## config.mk

```make
export PLATFORM = sky130hd
export DESIGN_NAME = pipe_trace_top
export DESIGN_NICKNAME = d
export VERILOG_FILES = /design/src/rtl/trace_cfg_pkg.sv /design/src/rtl/trace_types_pkg.sv /design/src/rtl/pipe_trace_top.sv /design/src/rtl/trace_serializer.sv /design/src/rtl/trace_fifo.sv /design/src/rtl/trace_capture.sv
export SDC_FILE = /design/constraint.sdc
export NUM_CORES = 1
export LEC_CHECK = 0
export ABC_AREA = 0
export BUFFER_PORTS_ARGS = -buffer_cell sky130_fd_sc_hd__buf_2
export CAP_MARGIN = 40
export CELL_PAD_IN_SITES_DETAIL_PLACEMENT = 0
export CELL_PAD_IN_SITES_GLOBAL_PLACEMENT = 1
export CORE_UTILIZATION = 54
export DETAILED_ROUTE_END_ITERATION = 10
export MAX_ROUTING_LAYER = met4
export PLACE_DENSITY = 0.75
export SLEW_MARGIN = 15
export SYNTH_ARGS = -nofsm -noshare
export SYNTH_HDL_FRONTEND = slang
export SYNTH_SLANG_ARGS = --single-unit
```

## constraint.sdc

```tcl
create_clock -name clk -period 14.1 [get_ports clk]
set_clock_uncertainty 0.05 [all_clocks]
set_input_delay 0 -clock clk [delete_from_list [all_inputs] [get_ports clk]]
set_output_delay 0 -clock clk [all_outputs]
set_load 0.02 [all_outputs]
```

## src/rtl/trace_cfg_pkg.sv

```systemverilog
// Sizing constants for the trace unit shared by capture, buffer and serializer
package trace_cfg_pkg;

  ////////////////////////////////////////
  // Datapath widths
  ////////////////////////////////////////
  localparam int data_w  = 32;  // pc, instruction and stage values
  localparam int seq_w   = 8;   // Instruction sequence number, wraps
  localparam int stall_w = 8;   // Saturating stall-cycle count
  localparam int drop_w  = 16;  // Dropped-record counter

  ////////////////////////////////////////
  // Buffering and credit sizing
  ////////////////////////////////////////
  localparam int fifo_depth = 4;                        // Record slots, also initial credits
  localparam int ptr_w      = $clog2(fifo_depth);       // Buffer read/write pointer
  localparam int credit_w   = $clog2(fifo_depth + 1);   // Holds 0..fifo_depth

  ////////////////////////////////////////
  // Output framing
  ////////////////////////////////////////
  localparam int words_per_rec = 6;                     // Words per trace record
  localparam int word_idx_w    = $clog2(words_per_rec); // Serializer word index

endpackage
```

## src/rtl/trace_types_pkg.sv

```systemverilog
// Pipeline slot state and retired-instruction record types for the trace unit
package trace_types_pkg;

  ////////////////////////////////////////
  // Slot state
  ////////////////////////////////////////
  // One state per stage position where empty marks a bubble or unused slot
  typedef enum logic [2:0] {
    stage_empty,
    stage_fetch,
    stage_decode,
    stage_execute,
    stage_memory,
    stage_writeback
  } stage_e;

  ////////////////////////////////////////
  // Trace record
  ////////////////////////////////////////
  // Filled stage by stage and complete once write-back ends
  typedef struct packed {
    logic [trace_cfg_pkg::seq_w-1:0]   seq;          // Issue order number
    logic [trace_cfg_pkg::data_w-1:0]  pc;           // Captured at issue
    logic [trace_cfg_pkg::data_w-1:0]  instr;        // Captured at issue
    logic [trace_cfg_pkg::data_w-1:0]  ex_result;    // Sampled in execute
    logic [trace_cfg_pkg::data_w-1:0]  mem_addr;     // Sampled in memory
    logic [trace_cfg_pkg::data_w-1:0]  wb_value;     // Sampled in write-back
    logic [trace_cfg_pkg::stall_w-1:0] stall_cycles; // Fetch plus decode hold edges
  } trace_rec_t;

endpackage

```

## src/rtl/pipe_trace_top.sv

```systemverilog
// Pipeline trace unit top level wiring capture, record buffer and word serializer together
`timescale 1ns/1ps

module pipe_trace_top (
  input  logic                               clk,
  input  logic                               rst_n,
  input  logic                               issue,        // Offer a new instruction
  input  logic [trace_cfg_pkg::data_w-1:0]   issue_pc,
  input  logic [trace_cfg_pkg::data_w-1:0]   issue_instr,
  input  logic                               stall,        // Holds fetch and decode
  input  logic [trace_cfg_pkg::data_w-1:0]   ex_result,
  input  logic [trace_cfg_pkg::data_w-1:0]   mem_addr,
  input  logic [trace_cfg_pkg::data_w-1:0]   wb_value,
  input  logic                               out_ready,
  output logic                               out_valid,
  output logic [trace_cfg_pkg::data_w-1:0]   out_word,
  output logic [trace_cfg_pkg::drop_w-1:0]   dropped_count
);

  ////////////////////////////////////////
  // Internal links
  ////////////////////////////////////////
  logic                        push;       // Capture to buffer
  logic                        credit;     // Buffer back to capture
  logic                        pop;        // Serializer to buffer
  logic                        not_empty;
  trace_types_pkg::trace_rec_t push_rec;
  trace_types_pkg::trace_rec_t head_rec;

  trace_capture capture_i (
    .clk, .rst_n, .issue, .stall, .issue_pc, .issue_instr,
    .ex_result, .mem_addr, .wb_value,
    .push, .rec(push_rec), .credit, .dropped_count
  );

  trace_fifo fifo_i (
    .clk, .rst_n, .push, .rec(push_rec),
    .pop, .not_empty, .head(head_rec), .credit
  );

  trace_serializer ser_i (
    .clk, .rst_n, .not_empty, .head(head_rec), .pop,
    .out_valid, .out_word, .out_ready
  );

endmodule

```

## src/rtl/trace_serializer.sv

```systemverilog
// Trace serializer that streams each buffered record as six 32-bit words with valid/ready
`timescale 1ns/1ps

module trace_serializer (
  input  logic                               clk,
  input  logic                               rst_n,
  input  logic                               not_empty,
  input  trace_types_pkg::trace_rec_t        head,
  output logic                               pop,
  output logic                               out_valid,
  output logic [trace_cfg_pkg::data_w-1:0]   out_word,
  input  logic                               out_ready
);

  trace_types_pkg::trace_rec_t            rec_q;     // Record being sent
  logic [trace_cfg_pkg::word_idx_w-1:0]   word_idx;  // Position within record
  logic                                   last_xfer; // Final word accepted this cycle

  assign last_xfer = out_valid && out_ready &&
                     (word_idx == trace_cfg_pkg::word_idx_w'(trace_cfg_pkg::words_per_rec - 1));

  // Start when idle, or back to back on the final handshake
  assign pop = not_empty && (!out_valid || last_xfer);

  ////////////////////////////////////////
  // Word sequencing
  ////////////////////////////////////////
  always_ff @(posedge clk or negedge rst_n) begin
    if (!rst_n) begin
      out_valid <= 1'b0;
      word_idx  <= '0;
    end else if (pop) begin
      out_valid <= 1'b1;                 // First word next cycle
      word_idx  <= '0;
    end else if (last_xfer) begin
      out_valid <= 1'b0;                 // Nothing queued, go idle
      word_idx  <= '0;
    end else if (out_valid && out_ready) begin
      word_idx  <= word_idx + 1'b1;
    end
  end

  always_ff @(posedge clk) begin
    if (pop)
      rec_q <= head;   // Held for the whole record so words stay stable under back-pressure
  end

  ////////////////////////////////////////
  // Output word select
  ////////////////////////////////////////
  always_comb begin
    case (word_idx)
      3'd0:    out_word = rec_q.pc;
      3'd1:    out_word = rec_q.instr;
      3'd2:    out_word = rec_q.ex_result;
      3'd3:    out_word = rec_q.mem_addr;
      3'd4:    out_word = rec_q.wb_value;
      default: out_word = trace_cfg_pkg::data_w'({rec_q.stall_cycles, rec_q.seq}); // Upper half 0
    endcase
  end

endmodule

```

## src/rtl/trace_fifo.sv

```systemverilog
// Circular trace record buffer that hands back one credit per popped entry
`timescale 1ns/1ps

module trace_fifo (
  input  logic                        clk,
  input  logic                        rst_n,
  input  logic                        push,
  input  trace_types_pkg::trace_rec_t rec,
  input  logic                        pop,
  output logic                        not_empty,
  output trace_types_pkg::trace_rec_t head,
  output logic                        credit
);

  trace_types_pkg::trace_rec_t mem [trace_cfg_pkg::fifo_depth];  // Record storage

  logic [trace_cfg_pkg::ptr_w-1:0]    wr_ptr;
  logic [trace_cfg_pkg::ptr_w-1:0]    rd_ptr;
  logic [trace_cfg_pkg::credit_w-1:0] count;   // Entries held

  // Step a pointer with wrap at depth
  function automatic logic [trace_cfg_pkg::ptr_w-1:0] next_ptr(
    input logic [trace_cfg_pkg::ptr_w-1:0] p
  );
    return (p == trace_cfg_pkg::ptr_w'(trace_cfg_pkg::fifo_depth - 1)) ? '0 : p + 1'b1;
  endfunction

  ////////////////////////////////////////
  // Storage write
  ////////////////////////////////////////
  always_ff @(posedge clk) begin
    if (push)
      mem[wr_ptr] <= rec;   // Credits keep this from overwriting a live entry
  end

  ////////////////////////////////////////
  // Pointers, occupancy and credit return
  ////////////////////////////////////////
  always_ff @(posedge clk or negedge rst_n) begin
    if (!rst_n) begin
      wr_ptr <= '0;
      rd_ptr <= '0;
      count  <= '0;
      credit <= 1'b0;
    end else begin
      if (push)
        wr_ptr <= next_ptr(wr_ptr);
      if (pop)
        rd_ptr <= next_ptr(rd_ptr);
      case ({push, pop})
        2'b10:   count <= count + 1'b1;
        2'b01:   count <= count - 1'b1;
        default: count <= count;
      endcase
      credit <= pop;          // One pulse on the cycle after each pop
    end
  end

  assign not_empty = (count != '0);  // Registered count gives the one-cycle fill latency
  assign head      = mem[rd_ptr];    // Oldest record

endmodule

```

## src/rtl/trace_capture.sv

```systemverilog
// Trace capture that follows instructions through five stages and pushes records on credit
`timescale 1ns/1ps

module trace_capture (
  input  logic                                clk,
  input  logic                                rst_n,
  input  logic                                issue,
  input  logic                                stall,
  input  logic [trace_cfg_pkg::data_w-1:0]    issue_pc,
  input  logic [trace_cfg_pkg::data_w-1:0]    issue_instr,
  input  logic [trace_cfg_pkg::data_w-1:0]    ex_result,
  input  logic [trace_cfg_pkg::data_w-1:0]    mem_addr,
  input  logic [trace_cfg_pkg::data_w-1:0]    wb_value,
  output logic                                push,
  output trace_types_pkg::trace_rec_t         rec,
  input  logic                                credit,
  output logic [trace_cfg_pkg::drop_w-1:0]    dropped_count
);

  // Slot index is the stage position from 0 for fetch up to 4 for write-back
  trace_types_pkg::stage_e     slot_st  [5];
  trace_types_pkg::trace_rec_t slot_rec [5];   // Partial records

  logic [trace_cfg_pkg::seq_w-1:0]    seq_cnt;     // Next sequence number
  logic [trace_cfg_pkg::credit_w-1:0] credit_cnt;  // Free slots downstream
  logic                               retire;      // Write-back slot ends this cycle

  // Saturating count up
  function automatic logic [trace_cfg_pkg::stall_w-1:0] sat_inc(
    input logic [trace_cfg_pkg::stall_w-1:0] v
  );
    return (&v) ? v : v + 1'b1;
  endfunction

  ////////////////////////////////////////
  // Stage state advance
  ////////////////////////////////////////
  always_ff @(posedge clk or negedge rst_n) begin
    if (!rst_n) begin
      for (int i = 0; i < 5; i++) begin
        slot_st[i] <= trace_types_pkg::stage_empty;
      end
      seq_cnt <= '0;
    end else begin
      // Back end never holds
      slot_st[4] <= (slot_st[3] == trace_types_pkg::stage_memory) ?
                    trace_types_pkg::stage_writeback : trace_types_pkg::stage_empty;
      slot_st[3] <= (slot_st[2] == trace_types_pkg::stage_execute) ?
                    trace_types_pkg::stage_memory : trace_types_pkg::stage_empty;
      if (stall) begin
        slot_st[2] <= trace_types_pkg::stage_empty;  // Decode held so execute gets a bubble
      end else begin
        slot_st[2] <= (slot_st[1] == trace_types_pkg::stage_decode) ?
                      trace_types_pkg::stage_execute : trace_types_pkg::stage_empty;
        slot_st[1] <= (slot_st[0] == trace_types_pkg::stage_fetch) ?
                      trace_types_pkg::stage_decode : trace_types_pkg::stage_empty;
        slot_st[0] <= issue ? trace_types_pkg::stage_fetch : trace_types_pkg::stage_empty;
        if (issue)
          seq_cnt <= seq_cnt + 1'b1;                 // Accepted and wraps naturally
      end
    end
  end

  ////////////////////////////////////////
  // Record payload
  ////////////////////////////////////////
  always_ff @(posedge clk) begin
    slot_rec[4]           <= slot_rec[3];
    slot_rec[4].mem_addr  <= mem_addr;     // Memory cycle ends here
    slot_rec[3]           <= slot_rec[2];
    slot_rec[3].ex_result <= ex_result;    // Execute cycle ends here
    if (stall) begin
      // Front end holds and each front slot is charged one stall edge
      slot_rec[0].stall_cycles <= sat_inc(slot_rec[0].stall_cycles);
      slot_rec[1].stall_cycles <= sat_inc(slot_rec[1].stall_cycles);
    end else begin
      slot_rec[2] <= slot_rec[1];
      slot_rec[1] <= slot_rec[0];
      slot_rec[0] <= '{seq: seq_cnt, pc: issue_pc, instr: issue_instr, default: '0};
    end
  end

  ////////////////////////////////////////
  // Retire, credit and drop accounting
  ////////////////////////////////////////
  assign retire = (slot_st[4] == trace_types_pkg::stage_writeback);
  assign push   = retire && (credit_cnt != '0);  // Only with a credit in hand

  always_comb begin
    rec          = slot_rec[4];
    rec.wb_value = wb_value;                     // Last value lands as the record leaves
  end

  always_ff @(posedge clk or negedge rst_n) begin
    if (!rst_n) begin
      credit_cnt    <= trace_cfg_pkg::credit_w'(trace_cfg_pkg::fifo_depth);
      dropped_count <= '0;
    end else begin
      case ({push, credit})
        2'b10:   credit_cnt <= credit_cnt - 1'b1;  // Spend one
        2'b01:   credit_cnt <= credit_cnt + 1'b1;  // Buffer freed one
        default: credit_cnt <= credit_cnt;         // Both or neither
      endcase
      if (retire && credit_cnt == '0)
        dropped_count <= dropped_count + 1'b1;     // Lost for lack of credit
    end
  end

endmodule

```

# Word-level counts from Yosys, hierarchy flattened
# Memories as Yosys holds them, arrays and structs flattened. A register that Yosys moved wholly into a read port is not among the register bits.
# Index checks and enable logic that the tools add are counted.
# Widths: inputs -> output; s select.
dict set report word_totals {
  register_bits 54
  ram_bits 1584
  output_inout_bits 49
  mem_count 2
}
dict set report op_classes {
  add_sub_neg 11
  eq_ne 16
  n_mux 27
  bitwise 5
  n_reduce_logical 18
}
# name depth width read_ports rd_ports_with_merged_regs write_ports line_no
set memory_table {}
lappend memory_table {capture_i.slot_rec 5 176 5 0 5 trace_capture.sv:22} ;# trace_types_pkg::trace_rec_t slot_rec [5];
lappend memory_table {fifo_i.mem 4 176 1 1 1 trace_fifo.sv:15} ;# trace_types_pkg::trace_rec_t mem [trace_cfg_pkg::fifo_depth];
# op n
set op_table {}
lappend op_table {{$pmux 32 s5} 1}
lappend op_table {{$mux 32} 2}
lappend op_table {{$mux 8} 4}
lappend op_table {{$add 8x1->8 const B} 3}
lappend op_table {{$add 16x1->16 const B} 1}
lappend op_table {{$reduce_and 8->1} 2}
lappend op_table {{$mux 3} 5}
lappend op_table {{$eq 3x2->1 const B} 4}
lappend op_table {{$eq 3x3->1 const B} 4}
lappend op_table {{$pmux 3 s2} 2}
lappend op_table {{$mux 2} 5}
lappend op_table {{$add 3x1->3 const B} 3}
lappend op_table {{$reduce_bool 3->1} 3}
lappend op_table {{$eq 2x2->1 const B} 4}
lappend op_table {{$mux 1} 8}
lappend op_table {{$eq 3x1->1 const B} 2}
lappend op_table {{$logic_not 3->1} 2}
lappend op_table {{$reduce_bool 2->1} 3}
lappend op_table {{$sub 3x1->3 const B} 2}
lappend op_table {{$logic_and 1x1->1} 5}
lappend op_table {{$add 2x1->2 const B} 2}
lappend op_table {{$eq 2x1->1 const B} 2}
lappend op_table {{$or 1x1->1} 2}
lappend op_table {{$or 1x1->1 const AB} 2}
lappend op_table {{4 further kinds} 4}

# Longest topological paths before layout
# Gate-level depths: netlist (run 1).
dict set report depth {
  depth_word 6
  ltp_mapped 11
  ltp_nobuf 10
}

# Cells and area by module
# A second synthesis (run 1) with hierarchy kept.
dict set report hier_totals {
  hier_cells 2024
  area_unflattened_um2 46847.4
}
# module instances cells_per_inst area_per_inst_um2
set modules_own_cells {}
lappend modules_own_cells {trace_fifo 1 955 25817.3}
lappend modules_own_cells {trace_capture 1 694 14292.5}
lappend modules_own_cells {trace_serializer 1 375 6737.7}

# Worst setup path after synthesis (run 1)
# OpenSTA, ideal clock, no wires.
dict set report synth_timing {
  path_type {flip-flop to flip-flop}
  from {reg ser_i.word_idx[1] (netlist name)}
  to {reg fifo_i.count[2] (netlist name)}
  t_arrival_ps 11703
  slack_ps 2267
  stages_incl_launch_ff 12
  path_buffers 1
  period_less_slack_ps 11833
  path_cell_list {dfrtp_1 inv_1 ha_1 clkbuf_1 nand3_1 a21oi_1 ha_1 inv_1 fa_1 xor2_1 nor2_1 xor2_1}
}
dict set report synth_between {
  elab_chain_len 6
  elab_cells_between_ends 8
  classes_between {eq/ne: 3; mux: 1; reduce/logical: 4}
}
# element line_no
set synth_rtl {}
lappend synth_rtl {{start: declaration} trace_serializer.sv:16} ;# logic [trace_cfg_pkg::word_idx_w-1:0] word_idx;
lappend synth_rtl {{start signal: assignment} trace_serializer.sv:39} ;# word_idx <= word_idx + 1'b1;
lappend synth_rtl {{$eq 3x3->1 (*)} trace_serializer.sv:20} ;# (word_idx == trace_cfg_pkg::word_idx_w'(trace_cfg_pkg::words_per_rec - 1));
lappend synth_rtl {{$logic_and 1x1->1 (*)} trace_serializer.sv:19} ;# assign last_xfer = out_valid && out_ready &&
lappend synth_rtl {{$logic_or 1x1->1 (*)} trace_serializer.sv:23} ;# assign pop = not_empty && (!out_valid || last_xfer);
lappend synth_rtl {{$logic_and 1x1->1 (*)} trace_serializer.sv:23}
lappend synth_rtl {{named net fifo_i.pop} trace_fifo.sv:9} ;# input logic pop,
lappend synth_rtl {{$eq 2x1->1 / $eq 2x2->1 (equally long branches)} trace_fifo.sv:50} ;# case ({push, pop})
lappend synth_rtl {{$pmux 3 s2 / $reduce_bool 2->1 (equally long branches)} n/a}
lappend synth_rtl {{end signal: assignment} trace_fifo.sv:51} ;# 2'b10: count <= count + 1'b1;
lappend synth_rtl {{end signal: assignment} trace_fifo.sv:52} ;# 2'b01: count <= count - 1'b1;
lappend synth_rtl {{end signal: assignment} trace_fifo.sv:53} ;# default: count <= count;
lappend synth_rtl {{end: declaration} trace_fifo.sv:19} ;# logic [trace_cfg_pkg::credit_w-1:0] count;
# The timed path passes the listed nets; every way through them passes the cells marked *.
# A chain may end at the register's enable or synchronous reset.

# Worst setup path in the final report (run 1)
dict set report layout_timing {
  from {reg ser_i.word_idx[2] (netlist name)}
  to {out out_word[12] (netlist name)}
}
dict set report layout_between {
  elab_chain_len 2
  elab_cells_between_ends 6
  classes_between {eq/ne: 4; mux: 1; reduce/logical: 1}
}
# element line_no
set layout_rtl {}
lappend layout_rtl {{$eq 3x3->1 (tied with other cells)} trace_serializer.sv:52} ;# case (word_idx)
lappend layout_rtl {{$pmux 32 s5 (*)} trace_serializer.sv:52}
lappend layout_rtl {{end: declaration} pipe_trace_top.sv:16} ;# output logic [trace_cfg_pkg::data_w-1:0] out_word,
# Mark *: on every way between the ends. The rest lies on a longest branch, timed or not.

==> qor.yml, run 1 <==
outcome:
  outcome: "complete, no violations"
synth:
  syn_area_mm2: 0.04635
  synth_xor_xnor_area_share: 0.007180
  synth-seq-cells: 1420
  synth_top_family_by_area: "multiplexers"
  ys_seq_area_frac: 0.8600
  synth_warnings: 0
  synth.avg_cell_area_um2: 23.43
  synth_compound_area_frac: 0.02243
  synth-main-ff-cell: "edfxtp_1"
  async_flop_share: 0.03099
  synth-adder-area-share: 0.005183
  synth-edff-count: 1120
  syn-num-nets: 2161
  ys_types: 45
  synth_cells: 1978
  synth.area.mux_share: 0.08743
  synth-simple-area-share: 0.01072
grt:
  grt_max_degree: 180
  grt_overflow: 0
  track_usage: 0.2238
  grt_pass1_wl_mm: 136.2
  grt_pass1_vias: 21800
  antenna_found_initial: 4
cts:
  clk_latency_ns: 0.73
  clockBufferDepth: 3
  numCtsBuffers: 139
  cts_root_buf: "clkbuf_16"
  clk_pin_slew_worst_paths_ns: 0.07
  ctsHtreeMaxLevel: 4
  clock_sinks: 1420
  tritoncts: "done"
  cts_setup_buffers: 0
critical_path:
  ff2ff_path_depth: 7
  critical_path_class: "flip-flop to output pin"
  r2r_start: "ser_i.word_idx[1]"
  reg2reg_slack_ns: 10.99
  crit_fanout: 33
  cp.buffers_inverters: 3
  cp.arrival_ns: 3.69
  crit_path_start_kind: "flip-flop"
  crit_required_ns: 14.05
  r2r-end: "fifo_i.rd_ptr[1]"
  critPathSlowestCell: "a222oi_1"
  crit_start: "ser_i.word_idx[2]"
  path_cells: "buf_16 > inv_1 > ha_2 > a222oi_1 > o211ai_1 > o21a_1 > buf_2"
  critPathCaptureType: "output pin"
  cp_top_family: "compound AO/OA/AOI/OAI gates"
  slowest_delay_ns: 0.88
sta:
  hold_viol_final: 0
  period_needed_ns: 3.738
  post-route-period-util: 0.2651
  rsz0062_at_grt: "false"
  tns_ns: 0
  maxSlewViolCount: 0
  slew_headroom: 0.2133
  worst_slew_pin_slew_ns: 1.180
  fmax_mhz: 267.5
  setup_viol: 0
finish:
  fin_nets: 2797
  seq_area_mm2: 0.03987
  fillers: 5422
  area_growth_syn_to_layout_pct: 22.83
  multiInputGateArea_mm2: 0.006200
  drive_above_1_share: 0.2381
hold_path:
  hold_class: "primary input to flip-flop"
  min-delay-start: "wb_value[1]"
  hold_end: "fifo_i.mem[0][9]"
  holdPathStages: 2
pwr:
  leakagePower_uw: 0.01963
  power_density_mw_per_mm2: 193.4
  finalPower_uw: 11010
  ir_drop_mv: 0.2122
floorplan:
  row_count: 107
  dieArea_mm2: 0.08701
  die_y_um: 295.0
  dieWidth_um: 295.0
  core_mm2: 0.08515
  ios: 214
  start_util: 0.5444
route:
  wire_per_inst_um: 23.58
  vias: 21170
  wl_mm: 91.38
  drc_errors: 0
  dr.pass1.iters: 6
  via_per_inst: 5.464
  drt_iter0_drc: 1995
  postRouteAntennaNets: 0
placement:
  dpl.hpwl_mm: 51.63
  portBuffers: 213
  gp_congestion: 0.8115
flow_run:
  maxCapViolations: 0
-- how the worst max path moves through the flow --
stage,endpoint,slack [ns],cells after the start
after floorplan,fifo_i.count[2],2.27,11
after global placement,fifo_i.mem[3][102],10.81,4
after detailed placement,fifo_i.rd_ptr[0],10.94,7
after CTS,out_word[12],10.26,6
after global routing,out_word[5],10.32,7
final,out_word[12],10.36,7
-- kinds of logic (layout without fill, tap and decap cells) --
family	count (synthesis)	count (layout)
buffers and inverters	82	834
multiplexers	184	184
AO/OA/AOI/OAI	142	142
XOR/XNOR	38	38
adder cells (fa/ha/maj)	18	18
other	0	1
AND/OR/NAND/NOR	94	94
flip-flops	1420	1420
-- per-layer routing --
layer / track usage / vias up / routed length (µm)
met5: - / - / 0
met4: 0.07025 / 0 / 2151
met3: 0.04811 / 141 / 7328
met2: 0.3391 / 804 / 43970
met1: 0.3075 / 10930 / 37930
li1: - / 9302 / -
-- cell type report --
cell class,instances,area share
clock inverters,62,0.01270
inverters,14,0.001055
clock buffers,195,0.06859
well taps,1144,0.02514
multi-input cells,476,0.1089
diodes,1,0.00004395
flip-flops and latches,1420,0.7003
repair buffers,563,0.08331
-- worst reg2reg max path: cells and delay by family (launching register included) --
family	cells	cell delay (ns)
AND/OR/NAND/NOR	1	0.27
flip-flops	1	0.43
AO/OA/AOI/OAI	1	0.25
adder cells (fa/ha/maj)	1	0.17
multiplexers	1	0.49
buffers and inverters	3	1.33
-- power by group --
group | switching (µW) | total [µW] | internal (µW) | leakage (µW)
Clock | 1530 | 3710 | 2170 | 0.00226
Combinational | 1130 | 1970 | 844 | 0.00431
Sequential | 248 | 5330 | 5080 | 0.0131
-- cells in the mapped netlist, types with 7 or more instances --
master    count  share of area
edfxtp_1   1120           0.73
dfxtp_1     256           0.11
mux4_2      176          0.086
clkbuf_1     46         0.0037
dfrtp_1      43          0.023
a22oi_1      28         0.0045
a222oi_1     26         0.0056
o21ai_0      24         0.0026
xnor2_1      24         0.0045
nand2_1      23         0.0019
nor2_1       22         0.0018
a21oi_1      18         0.0019
buf_2        17         0.0018
ha_1         16         0.0043
o211ai_1     16         0.0026
o21a_1       16         0.0026
xor2_1       14         0.0026
inv_1        13         0.0011
nand3_1      10         0.0011
nand4_1       8         0.0011
and2_1        7        0.00094
and3_1        7        0.00094
mux2_2        7         0.0017
-- metrics by stage --
| stage | setup WS, ns | utilization | instance area, µm² | std cells | hold slack (ns) |
|---|---|---|---|---|---|
| CTS | 10.26 | 0.6678 | 56860 | 3871 | 0.009744 |
| global route | 10.32 | 0.6687 | 56930 | 3875 | 0.02709 |
| floorplan | 2.267 | - | 46350 | 1978 | -0.3456 |
| finish | 10.36 | 0.6687 | 56930 | 3875 | 0.04547 |
| global placement | 10.81 | 0.5733 | 48810 | 3285 | 0.05172 |
| detailed placement | 10.94 | 0.5759 | 49040 | 3295 | -0.05007 |
-- flip-flops by register name, summed over array words and instances, names as in the netlist, 2 cells and up --
register / flops
ser_i.rec_q: 176
fifo_i.wr_ptr: 2
capture_i.slot_st: 5
capture_i.seq_cnt: 8
capture_i.dropped_count: 16
fifo_i.mem: 704
fifo_i.rd_ptr: 2
capture_i.slot_rec: 496
fifo_i.count: 3
ser_i.word_idx: 3
capture_i.credit_cnt: 3
-- cell usage in the layout (no fill, tap or decap), types with 16 or more instances in the layout --
master | netlist | final
xnor2_1 | 24 | 24
nand2_1 | 23 | 23
a222oi_1 | 26 | 26
o211ai_1 | 16 | 16
mux4_2 | 176 | 176
a21oi_1 | 18 | 17
o21ai_0 | 24 | 24
clkbuf_1 | 46 | 40
o21a_1 | 16 | 16
a22oi_1 | 28 | 28
dfrtp_1 | 43 | 40
nor2_1 | 22 | 22
edfxtp_1 | 1120 | 1120
clkinv_2 | 0 | 16
dlygate4sd3_1 | 0 | 319
dfxtp_1 | 256 | 256
clkinv_1 | 1 | 17
clkbuf_16 | 0 | 144
buf_2 | 17 | 213
-- what timing repair did --
item,CTS,global route
gates resized for setup,0,0
hold buffers,319,0
hold endpoints to repair,331,0
Note: power is estimated with default switching activity, not from simulation.
==> run 2: changes to the inputs <==
- CORE_UTILIZATION: 54 -> 49
- PLACE_DENSITY: 0.75 -> 0.72
- clock period: 14.1 -> 3.2 ns (I/O delays scaled with it)
==> run 2 against run 1 <==
Compared with the run above: sequential cell count did not move; worst setup slack got worse by 10 ns; largest power group unchanged; final area increased by 0.91%; clock power rose to 4.4 times the previous value; via count about the same.
==> qor.yml, run 2 (synthesis gave the netlist of run 1 again) <==
finish:
  final_util: 0.6147  # -0.05398
  largestRegisters: "fifo_i.mem: 704 flops, capture_i.slot_rec: 496 flops, ser_i.rec_q: 176 flops"
  seq_area_mm2: 0.03987  # unchanged
  final_cell_mix: "1120 x edfxtp_1, 323 x dlygate4sd3_1, 256 x dfxtp_1"
  largest_reg_flops: 704  # unchanged
  area_growth_syn_to_layout_pct: 23.95
  regMostFlops: "fifo_i.mem"
  fillers: 6448  # +19%
  multiInputGateArea_mm2: 0.006259  # +0.95%
  drive_above_1_share: 0.2456  # +0.007551
  final_common_cell: "edfxtp_1"
  fin_area_mm2: 0.05745  # +0.91%
  fin_cells: 4011  # +3.5%
  fin_nets: 2821  # +0.86%
cts:
  numCtsBuffers: 140  # +0.72%
  clockBufferDepth: 3  # unchanged
  clk_latency_ns: 0.75  # +0.02 ns
  tritoncts: "done"
  ctsHtreeMaxLevel: 4  # unchanged
  clock_sinks: 1420  # unchanged
  clk_pin_slew_worst_paths_ns: 0.06  # about the same
  cts_root_buf: "clkbuf_16"
placement:
  place_inst: 3423  # +3.9%
  dpl-instance-area_mm2: 0.04949  # +0.92%
  gp_congestion: 0.8643  # +6.5%
  dpl.hpwl_mm: 56.85  # +10%
  portBuffers: 213  # unchanged
route:
  wire_per_inst_um: 23.36  # -0.93%
  wl_mm: 93.71  # +2.5%
  drc_errors: 0  # unchanged
  via_per_inst: 5.281  # -3.3%
  drt_iter0_drc: 1928  # -3.4%
  postRouteAntennaNets: 0  # unchanged
  dr.pass1.iters: 8  # +2
  vias: 21180  # +0.047%
hold_path:
  hold_class: "primary input to flip-flop"
  min-delay-start: "wb_value[19]"
  holdPathStages: 2  # unchanged
  hold_end: "fifo_i.mem[1][27]"
outcome:
  outcome: "complete, no violations"
grt:
  grt_util_met1: 0.2849  # -0.02265
  grt_pass1_vias: 21850  # +0.25%
  antenna_found_initial: 3  # -1
  grt_overflow: 0  # unchanged
  grt_pass1_wl_mm: 138.3  # +1.5%
  grt.met2_usage: 0.3150  # -0.02403
  gr-max-usage-layer: "met2"
  grt_max_degree: 94  # -48%
  track_usage: 0.2068  # -0.01700
  grt_util_met3: 0.04543  # -0.002686
floorplan:
  row_count: 112  # +4.7%
  ios: 214  # unchanged
  dieArea_mm2: 0.09583  # +10%
  dieWidth_um: 309.6  # +4.9%
  core_mm2: 0.09347  # +9.8%
  start_util: 0.4959  # -0.04847
  die_y_um: 309.6  # +4.9%
sta:
  period_needed_ns: 3.057
  worst_slew_pin_slew_ns: 0.7605  # -0.4195 ns
  fmax_mhz: 327.1
  rsz0062_at_grt: "false"
  slew_headroom: 0.4858  # +0.2725
  hold_viol_final: 0  # unchanged
  setup_viol: 0  # unchanged
  post-route-period-util: 0.9552
  maxSlewViolCount: 0  # unchanged
critical_path:
  r2r-end: "fifo_i.count[2]"
  ff2ff_path_depth: 9  # +2
  crit_fanout: 10  # -70%
  cp.arrival_ns: 3.01  # -0.68 ns
  critPathCaptureType: "output pin"
  crit_path_start_kind: "flip-flop"
  r2r_start: "ser_i.word_idx[0]"
  critical_path_class: "flip-flop to output pin"
  reg2reg_slack_ns: 0.76  # -10.23 ns
  crit_required_ns: 3.15  # -10.90 ns
flow_run:
  maxCapViolations: 0  # unchanged
pwr:
  finalPower_uw: 48940  # +340%
  leakagePower_uw: 0.01976  # +0.66%
  power_density_mw_per_mm2: 851.9  # +340%
  ir_drop_mv: 0.7621  # +260%
run 2: worst max-delay path, cell delays in order, from the launching register on:
cell      delay (ns)
dfrtp_1         0.49
inv_1           0.11
ha_2            0.20
and2_1          0.28
buf_4           0.23
a222oi_1        0.41
o211ai_1        0.17
o21a_1          0.19
buf_2           0.18
run 2: area by class of cell:
class	count	share of cell area
tap	1254	0.02731
clock buffer	207	0.06908
antenna	1	0.00004356
timing repair buffer	585	0.08766
inverter	14	0.001045
clock inverter	53	0.01200
multi-input combinational	477	0.1089
sequential	1420	0.6939
run 2: what timing repair did:
item | 4_1_cts | 5_1_grt
hold buffers | 323 | 0
endpoints found under the hold margin | 335 | 0
gates resized for setup | 2 | 3
setup endpoints to repair | 16 | 14
pin swaps | 0 | 1
cloned | 1 | 0
buffers inserted | 0 | 3
run 2: through the flow:
stage	hold WS [ns]	setup WS, ns	setup TNS [ns]
3_5_place_dp	-0.1242	0.6939	0
4_1_cts	0.02173	0.009968	0
2_1_floorplan	-0.3456	-2.091	-213.45
6_report	0.04385	0.1432	0
3_3_place_gp	0.05340	0.6332	0
5_1_grt	0.03022	0.01027	0
run 2: report_power, final:
part / total, µW / switching, µW / internal, µW / leakage (µW)
combinational: 9260 / 5280 / 3980 / 0.00446
clock: 16200 / 6830 / 9380 / 0.00224
sequential: 23500 / 1120 / 22400 / 0.0131
run 2: how the worst max path moves through the flow:
| stage | from | to | cells past startpoint |
|---|---|---|---|
| 5_1_grt | ser_i.word_idx[0] | out_word[10] | 8 |
| 3_3_place_gp | ser_i.word_idx[0] | out_word[2] | 7 |
| 6_report | ser_i.word_idx[0] | out_word[12] | 8 |
| 2_1_floorplan | ser_i.word_idx[1] | fifo_i.count[2] | 11 |
| 3_5_place_dp | ser_i.word_idx[0] | out_word[10] | 7 |
| 4_1_cts | ser_i.word_idx[0] | out_word[14] | 7 |
run 2: layer usage:
| layer | up-vias | wire length (µm) |
|---|---|---|
| met5 | - | 0 |
| met3 | 124 | 7137 |
| met1 | 10980 | 39670 |
| met4 | 0 | 1615 |
| li1 | 9345 | - |
| met2 | 736 | 45280 |
